<file path="config.mk">
export PLATFORM = sky130hd
export DESIGN_NAME = decode_frontend_top
export DESIGN_NICKNAME = d
export VERILOG_FILES = /design/src/rv_decode_pkg.sv /design/src/decode_dispatch.sv /design/src/decode_lane.sv /design/src/uop_collect.sv /design/src/decode_frontend_top.sv
export VERILOG_INCLUDE_DIRS = /design/src
export SDC_FILE = /design/constraint.sdc
export NUM_CORES = 1
export LEC_CHECK = 0
export BUFFER_PORTS_ARGS = -buffer_cell sky130_fd_sc_hd__buf_2
export CELL_PAD_IN_SITES_DETAIL_PLACEMENT = 0
export CELL_PAD_IN_SITES_GLOBAL_PLACEMENT = 2
export CORE_ASPECT_RATIO = 0.8
export CORE_UTILIZATION = 45
export DETAILED_ROUTE_END_ITERATION = 16
export PLACE_DENSITY = 0.93
export SLEW_MARGIN = 20
export SYNTH_ARGS = -nofsm -noshare
export SYNTH_HDL_FRONTEND = slang
export SYNTH_SLANG_ARGS = --single-unit
</file>
<file path="constraint.sdc">
create_clock -name clk -period 13.85 [get_ports clk]
set_clock_uncertainty 0.1 [all_clocks]
set_input_delay 1.385 -clock clk [delete_from_list [all_inputs] [get_ports clk]]
set_output_delay 1.385 -clock clk [all_outputs]
set_load 0.05 [all_outputs]
</file>
<file path="src/frontend_cfg.svh">
`ifndef FRONTEND_CFG_SVH
`define FRONTEND_CFG_SVH

// lane count and queue depth are powers of two.
`define NUM_DECODE_LANES 2
`define UOPQ_DEPTH 2

`define XLEN 32 // data and pc width.
`define UOP_W 4 // uop code width.

`endif

</file>
<file path="src/rv_decode_pkg.sv">
`default_nettype none

`include "frontend_cfg.svh"

package rv_decode_pkg;

    typedef struct packed {
        logic [6:0] funct7;
        logic [4:0] rs2;
        logic [4:0] rs1;
        logic [2:0] funct3;
        logic [4:0] rd;
        logic [6:0] opcode;
    } rv_r_fmt_t;

    typedef struct packed {
        logic [11:0] imm11_0;
        logic [4:0]  rs1;
        logic [2:0]  funct3;
        logic [4:0]  rd;
        logic [6:0]  opcode;
    } rv_i_fmt_t;

    typedef struct packed {
        logic [6:0] imm11_5;
        logic [4:0] rs2;
        logic [4:0] rs1;
        logic [2:0] funct3;
        logic [4:0] imm4_0;
        logic [6:0] opcode;
    } rv_s_fmt_t;

    typedef struct packed {
        logic       imm12;
        logic [5:0] imm10_5;
        logic [4:0] rs2;
        logic [4:0] rs1;
        logic [2:0] funct3;
        logic [3:0] imm4_1;
        logic       imm11;
        logic [6:0] opcode;
    } rv_b_fmt_t;

    typedef struct packed {
        logic [19:0] imm31_12;
        logic [4:0]  rd;
        logic [6:0]  opcode;
    } rv_u_fmt_t;

    typedef struct packed {
        logic       imm20;
        logic [9:0] imm10_1;
        logic       imm11;
        logic [7:0] imm19_12;
        logic [4:0] rd;
        logic [6:0] opcode;
    } rv_j_fmt_t;

    // one instruction word, seen through each encoding format.
    typedef union packed {
        logic [31:0] raw;
        rv_r_fmt_t   r;
        rv_i_fmt_t   i;
        rv_s_fmt_t   s;
        rv_b_fmt_t   b;
        rv_u_fmt_t   u;
        rv_j_fmt_t   j;
    } rv_instr_t;

    localparam logic [6:0] OPC_OP     = 7'b0110011;
    localparam logic [6:0] OPC_OP_IMM = 7'b0010011;
    localparam logic [6:0] OPC_LOAD   = 7'b0000011;
    localparam logic [6:0] OPC_STORE  = 7'b0100011;
    localparam logic [6:0] OPC_BRANCH = 7'b1100011;
    localparam logic [6:0] OPC_LUI    = 7'b0110111;
    localparam logic [6:0] OPC_JAL    = 7'b1101111;
    localparam logic [6:0] OPC_SYSTEM = 7'b1110011;

    localparam logic [31:0] EBREAK_WORD = 32'h0010_0073;

    localparam logic [`UOP_W-1:0] UOP_ADD     = `UOP_W'd1;
    localparam logic [`UOP_W-1:0] UOP_SUB     = `UOP_W'd2;
    localparam logic [`UOP_W-1:0] UOP_ADDI    = `UOP_W'd3;
    localparam logic [`UOP_W-1:0] UOP_LW      = `UOP_W'd4;
    localparam logic [`UOP_W-1:0] UOP_SW      = `UOP_W'd5;
    localparam logic [`UOP_W-1:0] UOP_BEQ     = `UOP_W'd6;
    localparam logic [`UOP_W-1:0] UOP_LUI     = `UOP_W'd7;
    localparam logic [`UOP_W-1:0] UOP_JAL     = `UOP_W'd8;
    localparam logic [`UOP_W-1:0] UOP_EBREAK  = `UOP_W'd9;
    localparam logic [`UOP_W-1:0] UOP_ILLEGAL = `UOP_W'd15;

    function automatic logic [`UOP_W-1:0] decode_uop(input rv_instr_t instr);
        logic [`UOP_W-1:0] op;
        op = UOP_ILLEGAL;
        case (instr.r.opcode)
            OPC_OP: begin
                if (instr.r.funct3 == 3'b000 && instr.r.funct7 == 7'b0000000)
                    op = UOP_ADD;
                else if (instr.r.funct3 == 3'b000 && instr.r.funct7 == 7'b0100000)
                    op = UOP_SUB;
            end
            OPC_OP_IMM: if (instr.i.funct3 == 3'b000) op = UOP_ADDI;
            OPC_LOAD:   if (instr.i.funct3 == 3'b010) op = UOP_LW;
            OPC_STORE:  if (instr.s.funct3 == 3'b010) op = UOP_SW;
            OPC_BRANCH: if (instr.b.funct3 == 3'b000) op = UOP_BEQ;
            OPC_LUI:    op = UOP_LUI;
            OPC_JAL:    op = UOP_JAL;
            OPC_SYSTEM: if (instr.raw == EBREAK_WORD) op = UOP_EBREAK;
            default:    op = UOP_ILLEGAL;
        endcase
        return op;
    endfunction

    // immediate per format, sign extended; zero for uops without one.
    function automatic logic [`XLEN-1:0] decode_imm(input rv_instr_t instr,
                                                    input logic [`UOP_W-1:0] op);
        logic [`XLEN-1:0] imm;
        imm = '0;
        case (op)
            UOP_ADDI, UOP_LW: imm = `XLEN'($signed(instr.i.imm11_0));
            UOP_SW:  imm = `XLEN'($signed({instr.s.imm11_5, instr.s.imm4_0}));
            UOP_BEQ: imm = `XLEN'($signed({instr.b.imm12, instr.b.imm11,
                                            instr.b.imm10_5, instr.b.imm4_1, 1'b0}));
            UOP_LUI: imm = `XLEN'({instr.u.imm31_12, 12'h000});
            UOP_JAL: imm = `XLEN'($signed({instr.j.imm20, instr.j.imm19_12,
                                            instr.j.imm11, instr.j.imm10_1, 1'b0}));
            default: imm = '0;
        endcase
        return imm;
    endfunction

    function automatic logic uses_rd(input logic [`UOP_W-1:0] op);
        return op inside {UOP_ADD, UOP_SUB, UOP_ADDI, UOP_LW, UOP_LUI, UOP_JAL};
    endfunction

endpackage

`default_nettype wire

</file>
<file path="src/decode_dispatch.sv">
`default_nettype none
`timescale 1ns/1ps

`include "frontend_cfg.svh"

module decode_dispatch (
    input  logic                          clk,
    input  logic                          reset,
    input  logic                          flush,
    input  logic                          fetch_valid,
    input  logic [`XLEN-1:0]              fetch_pc,
    input  logic [31:0]                   fetch_instr,
    output logic                          fetch_ready,
    input  logic [`NUM_DECODE_LANES-1:0]  lane_ready,
    input  logic [`NUM_DECODE_LANES-1:0]  lane_ebreak,
    output logic [`NUM_DECODE_LANES-1:0]  lane_push,
    output logic [`XLEN-1:0]              lane_pc,
    output rv_decode_pkg::rv_instr_t      lane_instr
);

    localparam int LANE_W = (`NUM_DECODE_LANES > 1) ? $clog2(`NUM_DECODE_LANES) : 1;
    localparam logic [LANE_W-1:0] LAST_LANE = LANE_W'(`NUM_DECODE_LANES - 1);

    logic [LANE_W-1:0] wr_lane;
    logic              stopped;
    logic              running; // low until the cycle after reset.
    logic              accept;

    assign fetch_ready = lane_ready[wr_lane] & running & ~stopped & ~flush;
    assign accept      = fetch_valid & fetch_ready;

    assign lane_pc    = fetch_pc;
    assign lane_instr = fetch_instr;

    always_comb begin
        lane_push          = '0;
        lane_push[wr_lane] = accept;
    end

    always_ff @(posedge clk) begin
        if (reset) begin
            running <= 1'b0;
        end else begin
            running <= 1'b1;
        end
    end

    always_ff @(posedge clk) begin
        if (reset || flush) begin
            wr_lane <= '0;
            stopped <= 1'b0;
        end else begin
            if (accept) begin
                wr_lane <= (wr_lane == LAST_LANE) ? '0 : wr_lane + 1'b1;
            end
            if (|lane_ebreak) begin
                stopped <= 1'b1; // held until flush.
            end
        end
    end

    a_push_onehot: assert property (@(posedge clk) disable iff (reset)
        $onehot0(lane_push))
        else $error("lane_push not one-hot");

endmodule

`default_nettype wire

</file>
<file path="src/decode_lane.sv">
`default_nettype none
`timescale 1ns/1ps

`include "frontend_cfg.svh"

module decode_lane (
    input  logic                     clk,
    input  logic                     reset,
    input  logic                     flush,
    input  logic                     push,
    input  logic [`XLEN-1:0]         pc,
    input  rv_decode_pkg::rv_instr_t instr,
    input  logic                     pop,
    output logic                     ready,
    output logic                     ebreak_pushed,
    output logic                     q_valid,
    output logic [`UOP_W-1:0]        q_op,
    output logic [4:0]               q_rd,
    output logic [4:0]               q_rs1,
    output logic [4:0]               q_rs2,
    output logic [`XLEN-1:0]         q_imm,
    output logic [`XLEN-1:0]         q_pc
);

    import rv_decode_pkg::*;

    localparam int PTR_W = (`UOPQ_DEPTH > 1) ? $clog2(`UOPQ_DEPTH) : 1;
    localparam int CNT_W = $clog2(`UOPQ_DEPTH + 1);
    localparam logic [PTR_W-1:0] LAST_SLOT = PTR_W'(`UOPQ_DEPTH - 1);

    logic [`UOP_W-1:0] dec_op;
    logic [4:0]        dec_rd;
    logic [4:0]        dec_rs1;
    logic [4:0]        dec_rs2;
    logic [`XLEN-1:0]  dec_imm;

    logic [`UOP_W-1:0] mem_op  [`UOPQ_DEPTH];
    logic [4:0]        mem_rd  [`UOPQ_DEPTH];
    logic [4:0]        mem_rs1 [`UOPQ_DEPTH];
    logic [4:0]        mem_rs2 [`UOPQ_DEPTH];
    logic [`XLEN-1:0]  mem_imm [`UOPQ_DEPTH];
    logic [`XLEN-1:0]  mem_pc  [`UOPQ_DEPTH];

    logic [PTR_W-1:0]  wr_ptr;
    logic [PTR_W-1:0]  rd_ptr;
    logic [CNT_W-1:0]  count;

    always_comb begin
        dec_op  = decode_uop(instr);
        dec_imm = decode_imm(instr, dec_op);
        dec_rd  = uses_rd(dec_op) ? instr.r.rd : 5'd0;
        dec_rs1 = 5'd0;
        dec_rs2 = 5'd0;
        case (dec_op)
            UOP_ADD, UOP_SUB: begin
                dec_rs1 = instr.r.rs1;
                dec_rs2 = instr.r.rs2;
            end
            UOP_SW: begin
                dec_rs1 = instr.s.rs1;
                dec_rs2 = instr.s.rs2;
            end
            UOP_BEQ: begin
                dec_rs1 = instr.b.rs1;
                dec_rs2 = instr.b.rs2;
            end
            UOP_ADDI, UOP_LW: dec_rs1 = instr.i.rs1;
            default: ; // u, j and system carry no source registers.
        endcase
    end

    assign ebreak_pushed = push & (dec_op == UOP_EBREAK);

    assign ready   = (count != CNT_W'(`UOPQ_DEPTH));
    assign q_valid = (count != '0);

    assign q_op  = mem_op[rd_ptr];
    assign q_rd  = mem_rd[rd_ptr];
    assign q_rs1 = mem_rs1[rd_ptr];
    assign q_rs2 = mem_rs2[rd_ptr];
    assign q_imm = mem_imm[rd_ptr];
    assign q_pc  = mem_pc[rd_ptr];

    always_ff @(posedge clk) begin
        if (push) begin
            mem_op[wr_ptr]  <= dec_op;
            mem_rd[wr_ptr]  <= dec_rd;
            mem_rs1[wr_ptr] <= dec_rs1;
            mem_rs2[wr_ptr] <= dec_rs2;
            mem_imm[wr_ptr] <= dec_imm;
            mem_pc[wr_ptr]  <= pc;
        end
    end

    always_ff @(posedge clk) begin
        if (reset || flush) begin
            wr_ptr <= '0;
            rd_ptr <= '0;
            count  <= '0;
        end else begin
            if (push) begin
                wr_ptr <= (wr_ptr == LAST_SLOT) ? '0 : wr_ptr + 1'b1;
            end
            if (pop) begin
                rd_ptr <= (rd_ptr == LAST_SLOT) ? '0 : rd_ptr + 1'b1;
            end
            count <= count + CNT_W'(push) - CNT_W'(pop);
        end
    end

    a_no_push_full: assert property (@(posedge clk) disable iff (reset)
        push |-> ready)
        else $error("push into full uop queue");

    a_no_pop_empty: assert property (@(posedge clk) disable iff (reset)
        pop |-> q_valid)
        else $error("pop from empty uop queue");

endmodule

`default_nettype wire

</file>
<file path="src/uop_collect.sv">
`default_nettype none
`timescale 1ns/1ps

`include "frontend_cfg.svh"

module uop_collect (
    input  logic                                       clk,
    input  logic                                       reset,
    input  logic                                       flush,
    input  logic [`NUM_DECODE_LANES-1:0]               q_valid,
    input  logic [`NUM_DECODE_LANES-1:0][`UOP_W-1:0]   q_op,
    input  logic [`NUM_DECODE_LANES-1:0][4:0]          q_rd,
    input  logic [`NUM_DECODE_LANES-1:0][4:0]          q_rs1,
    input  logic [`NUM_DECODE_LANES-1:0][4:0]          q_rs2,
    input  logic [`NUM_DECODE_LANES-1:0][`XLEN-1:0]    q_imm,
    input  logic [`NUM_DECODE_LANES-1:0][`XLEN-1:0]    q_pc,
    output logic [`NUM_DECODE_LANES-1:0]               q_pop,
    input  logic                                       uop_ready,
    output logic                                       uop_valid,
    output logic [`UOP_W-1:0]                          uop_op,
    output logic [4:0]                                 uop_rd,
    output logic [4:0]                                 uop_rs1,
    output logic [4:0]                                 uop_rs2,
    output logic [`XLEN-1:0]                           uop_imm,
    output logic [`XLEN-1:0]                           uop_pc
);

    import rv_decode_pkg::*;

    localparam int LANE_W = (`NUM_DECODE_LANES > 1) ? $clog2(`NUM_DECODE_LANES) : 1;
    localparam logic [LANE_W-1:0] LAST_LANE = LANE_W'(`NUM_DECODE_LANES - 1);

    logic [LANE_W-1:0] rd_lane; // follows the dispatcher's order.
    logic              handshake;

    assign uop_valid = q_valid[rd_lane] & ~flush; // nuked uops are not offered.
    assign uop_op    = q_op[rd_lane];
    assign uop_rd    = q_rd[rd_lane];
    assign uop_rs1   = q_rs1[rd_lane];
    assign uop_rs2   = q_rs2[rd_lane];
    assign uop_imm   = q_imm[rd_lane];
    assign uop_pc    = q_pc[rd_lane];

    assign handshake = uop_valid & uop_ready;

    always_comb begin
        q_pop          = '0;
        q_pop[rd_lane] = handshake;
    end

    always_ff @(posedge clk) begin
        if (reset || flush) begin
            rd_lane <= '0;
        end else if (handshake) begin
            rd_lane <= (rd_lane == LAST_LANE) ? '0 : rd_lane + 1'b1;
        end
    end

    a_hold_stable: assert property (@(posedge clk) disable iff (reset)
        uop_valid && !uop_ready && !flush |=>
            flush || (uop_valid && $stable(uop_op) && $stable(uop_rd) &&
                      $stable(uop_rs1) && $stable(uop_rs2) &&
                      $stable(uop_imm) && $stable(uop_pc)))
        else $error("uop output changed under back-pressure");

    // nothing is fetched behind an EBREAK, so the stream goes quiet after it.
    a_quiet_after_ebreak: assert property (@(posedge clk) disable iff (reset)
        handshake && uop_op == UOP_EBREAK |=> !uop_valid)
        else $error("uop issued after EBREAK");

endmodule

`default_nettype wire

</file>
<file path="src/decode_frontend_top.sv">
`default_nettype none
`timescale 1ns/1ps

`include "frontend_cfg.svh"

module decode_frontend_top (
    input  logic                clk,
    input  logic                reset,
    input  logic                flush,
    input  logic                fetch_valid,
    input  logic [`XLEN-1:0]    fetch_pc,
    input  logic [31:0]         fetch_instr,
    output logic                fetch_ready,
    output logic                uop_valid,
    output logic [`UOP_W-1:0]   uop_op,
    output logic [4:0]          uop_rd,
    output logic [4:0]          uop_rs1,
    output logic [4:0]          uop_rs2,
    output logic [`XLEN-1:0]    uop_imm,
    output logic [`XLEN-1:0]    uop_pc,
    input  logic                uop_ready
);

    logic [`NUM_DECODE_LANES-1:0]             lane_push;
    logic [`NUM_DECODE_LANES-1:0]             lane_ready;
    logic [`NUM_DECODE_LANES-1:0]             lane_ebreak;
    logic [`XLEN-1:0]                         lane_pc;
    rv_decode_pkg::rv_instr_t                 lane_instr;

    logic [`NUM_DECODE_LANES-1:0]             q_valid;
    logic [`NUM_DECODE_LANES-1:0]             q_pop;
    logic [`NUM_DECODE_LANES-1:0][`UOP_W-1:0] q_op;
    logic [`NUM_DECODE_LANES-1:0][4:0]        q_rd;
    logic [`NUM_DECODE_LANES-1:0][4:0]        q_rs1;
    logic [`NUM_DECODE_LANES-1:0][4:0]        q_rs2;
    logic [`NUM_DECODE_LANES-1:0][`XLEN-1:0]  q_imm;
    logic [`NUM_DECODE_LANES-1:0][`XLEN-1:0]  q_pc;

    decode_dispatch u_decode_dispatch (
        .clk         (clk),
        .reset       (reset),
        .flush       (flush),
        .fetch_valid (fetch_valid),
        .fetch_pc    (fetch_pc),
        .fetch_instr (fetch_instr),
        .fetch_ready (fetch_ready),
        .lane_ready  (lane_ready),
        .lane_ebreak (lane_ebreak),
        .lane_push   (lane_push),
        .lane_pc     (lane_pc),
        .lane_instr  (lane_instr)
    );

    for (genvar g = 0; g < `NUM_DECODE_LANES; g++) begin : g_lane
        decode_lane u_decode_lane (
            .clk           (clk),
            .reset         (reset),
            .flush         (flush),
            .push          (lane_push[g]),
            .pc            (lane_pc),
            .instr         (lane_instr),
            .pop           (q_pop[g]),
            .ready         (lane_ready[g]),
            .ebreak_pushed (lane_ebreak[g]),
            .q_valid       (q_valid[g]),
            .q_op          (q_op[g]),
            .q_rd          (q_rd[g]),
            .q_rs1         (q_rs1[g]),
            .q_rs2         (q_rs2[g]),
            .q_imm         (q_imm[g]),
            .q_pc          (q_pc[g])
        );
    end

    uop_collect u_uop_collect (
        .clk       (clk),
        .reset     (reset),
        .flush     (flush),
        .q_valid   (q_valid),
        .q_op      (q_op),
        .q_rd      (q_rd),
        .q_rs1     (q_rs1),
        .q_rs2     (q_rs2),
        .q_imm     (q_imm),
        .q_pc      (q_pc),
        .q_pop     (q_pop),
        .uop_ready (uop_ready),
        .uop_valid (uop_valid),
        .uop_op    (uop_op),
        .uop_rd    (uop_rd),
        .uop_rs1   (uop_rs1),
        .uop_rs2   (uop_rs2),
        .uop_imm   (uop_imm),
        .uop_pc    (uop_pc)
    );

endmodule

`default_nettype wire

</file>
==> run_results.csv <==
group,metric,value,unit
clock_tree,postCtsSetupBuffers,0,
sta,relSlewSlack,0.271,
global_routing,antenna_found_initial,2,
clock_tree,cts_buffer_depth,3,
logic_synthesis,ys.flop_type,"edfxtp_1",
place,place_ws,9.30,ns
clock_tree,cts_buffers,36,
logic_synthesis,avgSynthCellArea,15.1,um^2
logic_synthesis,ys_seq_elements,346,
clock_tree,clock-sinks,346,
cells_and_area,drive_above_1_share,0.220,
cells_and_area,nets,1158,
logic_synthesis,synth-edff-count,332,
worst_setup_path,worst-path-max-fanout,96,
sta,period_minus_slack,4.76,ns
drt,vias,8308,
logic_synthesis,seq_area_frac_synth,0.722,
clock_tree,clock_latency,0.53,ns
cells_and_area,fill_cells,2530,
logic_synthesis,syn_inst,941,
drt,vias_per_cell,5.45,
die,num_io_pins,154,
global_routing,overflow,0,
drt,wl_per_cell,20.3,um
worst_setup_path,path_cells,"buf_4 -> a211oi_1 -> a21oi_1 -> buf_2",
worst_setup_path,critical_path.top_delay_family,"buffers and inverters",
logic_synthesis,yosys-top-cells-area,"edfxtp_1, mux2i_1, a211oi_1, nor2b_1, a21oi_1",
worst_setup_path,arrival,3.28,ns
cells_and_area,fin_cells,1525,
place,portBuffers,153,
clock_tree,ctsHoldBuffers,0,
global_routing,grt_pass1_vias,8000,
power_and_ir_drop,pwr_density_cell,129,nW/um^2
die,coreArea,30700,um^2
sta,rsz0062_at_grt,"false",
global_routing,grt_pass1_wl,47300,um
sta,fin_setup_tns,0,ns
worst_setup_path,required,12.36,ns
worst_setup_path,critPathCaptureType,"output pin",
power_and_ir_drop,total_power,0.00213,W
sta,slew_violations,0,
power_and_ir_drop,leakage,5.56,nW
sta,max_freq,0.210,GHz
die,start_util,0.462,
power_and_ir_drop,max-vdd-ir-drop,77.0,uV
sta,min_period_over_period,0.344,
cells_and_area,mostFrequentLayoutCell,"edfxtp_1",
clock_tree,clockRootBuffer,"clkbuf_16",
worst_setup_path,crit_path_top_delay_cell,"buf_4",
logic_synthesis,yosys.area.top_type_share,0.702,
die,die_w,201,um
drt,route.detailed.drc,0,
sta,tightest_slew,1.09,ns
drt,wl,30900,um
logic_synthesis,ys_warn_count,0,
worst_setup_path,startpoint_type,"flip-flop",
sta,final.setup.worst_slack,9.09,ns
place,dp_hpwl,18800,um
logic_synthesis,syn_area,14200,um^2
cells_and_area,area_growth,15.7,%
die,die_area,32300,um^2
drt,drt_iter0_markers,588,
logic_synthesis,synthArstFlopShare,0,
sta,setup_violations,0,
logic_synthesis,yosysTopAreaCell,"edfxtp_1",
clock_tree,cts_tree,"yes",
hold_path,min_path_type,"reg -> reg",
run_status,status,"completed",
cells_and_area,postLayoutCoreUtil,0.535,
run,cap_violations,0,
worst_setup_path,worst-path-buf-inv,2,
global_routing,track_usage,0.193,
sta,hold_violations,0,
drt,drt_pass1_iterations,5,
clock_tree,htree_levels,2,
global_routing,grt_max_degree,101,
place,placed_cells,1460,
die,row_count,57,
logic_synthesis,syn_nets,1014,
place,gp_congestion,0.780,
drt,ant_nets,0,
die,dieHeight,161,um
clock_tree,clk_pin_slew,0.06,ns
logic_synthesis,synth_cell_types,61,
clock_tree,cts_resized,0,
cells_and_area,final_cell_mix,"edfxtp_1, buf_2, nor2b_1",
worst_setup_path,max_stage_delay,0.86,ns
worst_setup_path,worstSetupPathType,"reg -> out",
per-stage QoR:
stage          cell area, um^2  hold WS, ns
2_1_floorplan            14200        0.326
6_report                 16400        0.357
3_5_place_dp             15400        0.357
4_1_cts                  16400        0.365
5_1_grt                  16400        0.400
3_3_place_gp             15400        0.339
layer usage:
metal  vias up  track usage  share of wire
li1       3916            -              -
met3        50       0.0379          0.055
met5         -            0              0
met2       226        0.301           0.46
met1      4116        0.276           0.46
met4         0       0.0586          0.020
synth_stat cells, drive strengths merged, types with 9 or more instances:
cell type	count
nand2	36
mux2i	83
a21o	9
inv	14
dfxtp	14
nor2b	91
edfxtp	332
a21oi	90
o21ai	20
and2	15
nor2	20
clkbuf	49
a211oi	86
buf	9
where the power goes:
group | leakage [nW] | switching, W | internal (W)
logic | 1.91 | 0.0000720 | 0.0000264
registers | 3.14 | 0.00000226 | 0.00115
clock network | 0.513 | 0.000383 | 0.000493
total | 5.56 | 0.000458 | 0.00167
registers in the layout (all words and copies together) (netlist names), named ones only:
name                          cells
u_decode_dispatch.wr_lane         1
g_lane.u_decode_lane.mem_imm    128
g_lane.u_decode_lane.mem_pc     128
u_uop_collect.rd_lane             1
u_decode_dispatch.stopped         1
g_lane.u_decode_lane.mem_op      16
g_lane.u_decode_lane.rd_ptr       2
g_lane.u_decode_lane.mem_rs2     20
g_lane.u_decode_lane.wr_ptr       2
u_decode_dispatch.running         1
g_lane.u_decode_lane.count        4
g_lane.u_decode_lane.mem_rs1     20
g_lane.u_decode_lane.mem_rd      20
path summary, 6_finish.rpt:
check	from	to	slack, ns	cells after the start
worst max register to register	u_decode_dispatch.wr_lane$_SDFFE_PP0P_	g_lane[1].u_decode_lane.mem_imm[1][10]$_DFFE_PP_	10.29	5
worst min-delay path	u_decode_dispatch.stopped$_SDFFE_PP0P_	u_decode_dispatch.stopped$_SDFFE_PP0P_	0.36	2
worst min register to register	u_decode_dispatch.stopped$_SDFFE_PP0P_	u_decode_dispatch.stopped$_SDFFE_PP0P_	0.36	2
worst max-delay path	flip-flop	uop_imm[17]	9.09	4
cell type report:
cell class	instances	area (um^2)	share of cell area
clock buffer	46	960	0.0584
tap	413	517	0.0314
sequential	346	10300	0.624
inverter	14	52.6	0.00320
timing repair buffer	164	848	0.0516
antenna	2	5.00	0.000305
clock inverter	17	103	0.00624
multi-input combinational	523	3690	0.224
tightest hold or removal path, delay by kind of cell, from the launching register on:
kind | cells | cell delay, ns
DFF | 1 | 0.32
buffers and inverters | 1 | 0.05
AOI/OAI and AO/OA | 1 | 0.05
cells by family after synthesis:
group / count (synthesis) / share of synthesized area
mux: 83 / 0.0585
compound gates: 224 / 0.106
fa+ha+maj: 4 / 0.00352
xor+xnor: 10 / 0.00617
flops: 346 / 0.722
simple gates: 202 / 0.0834
buf+inv: 72 / 0.0204
Power figures use the tool's default switching activity.
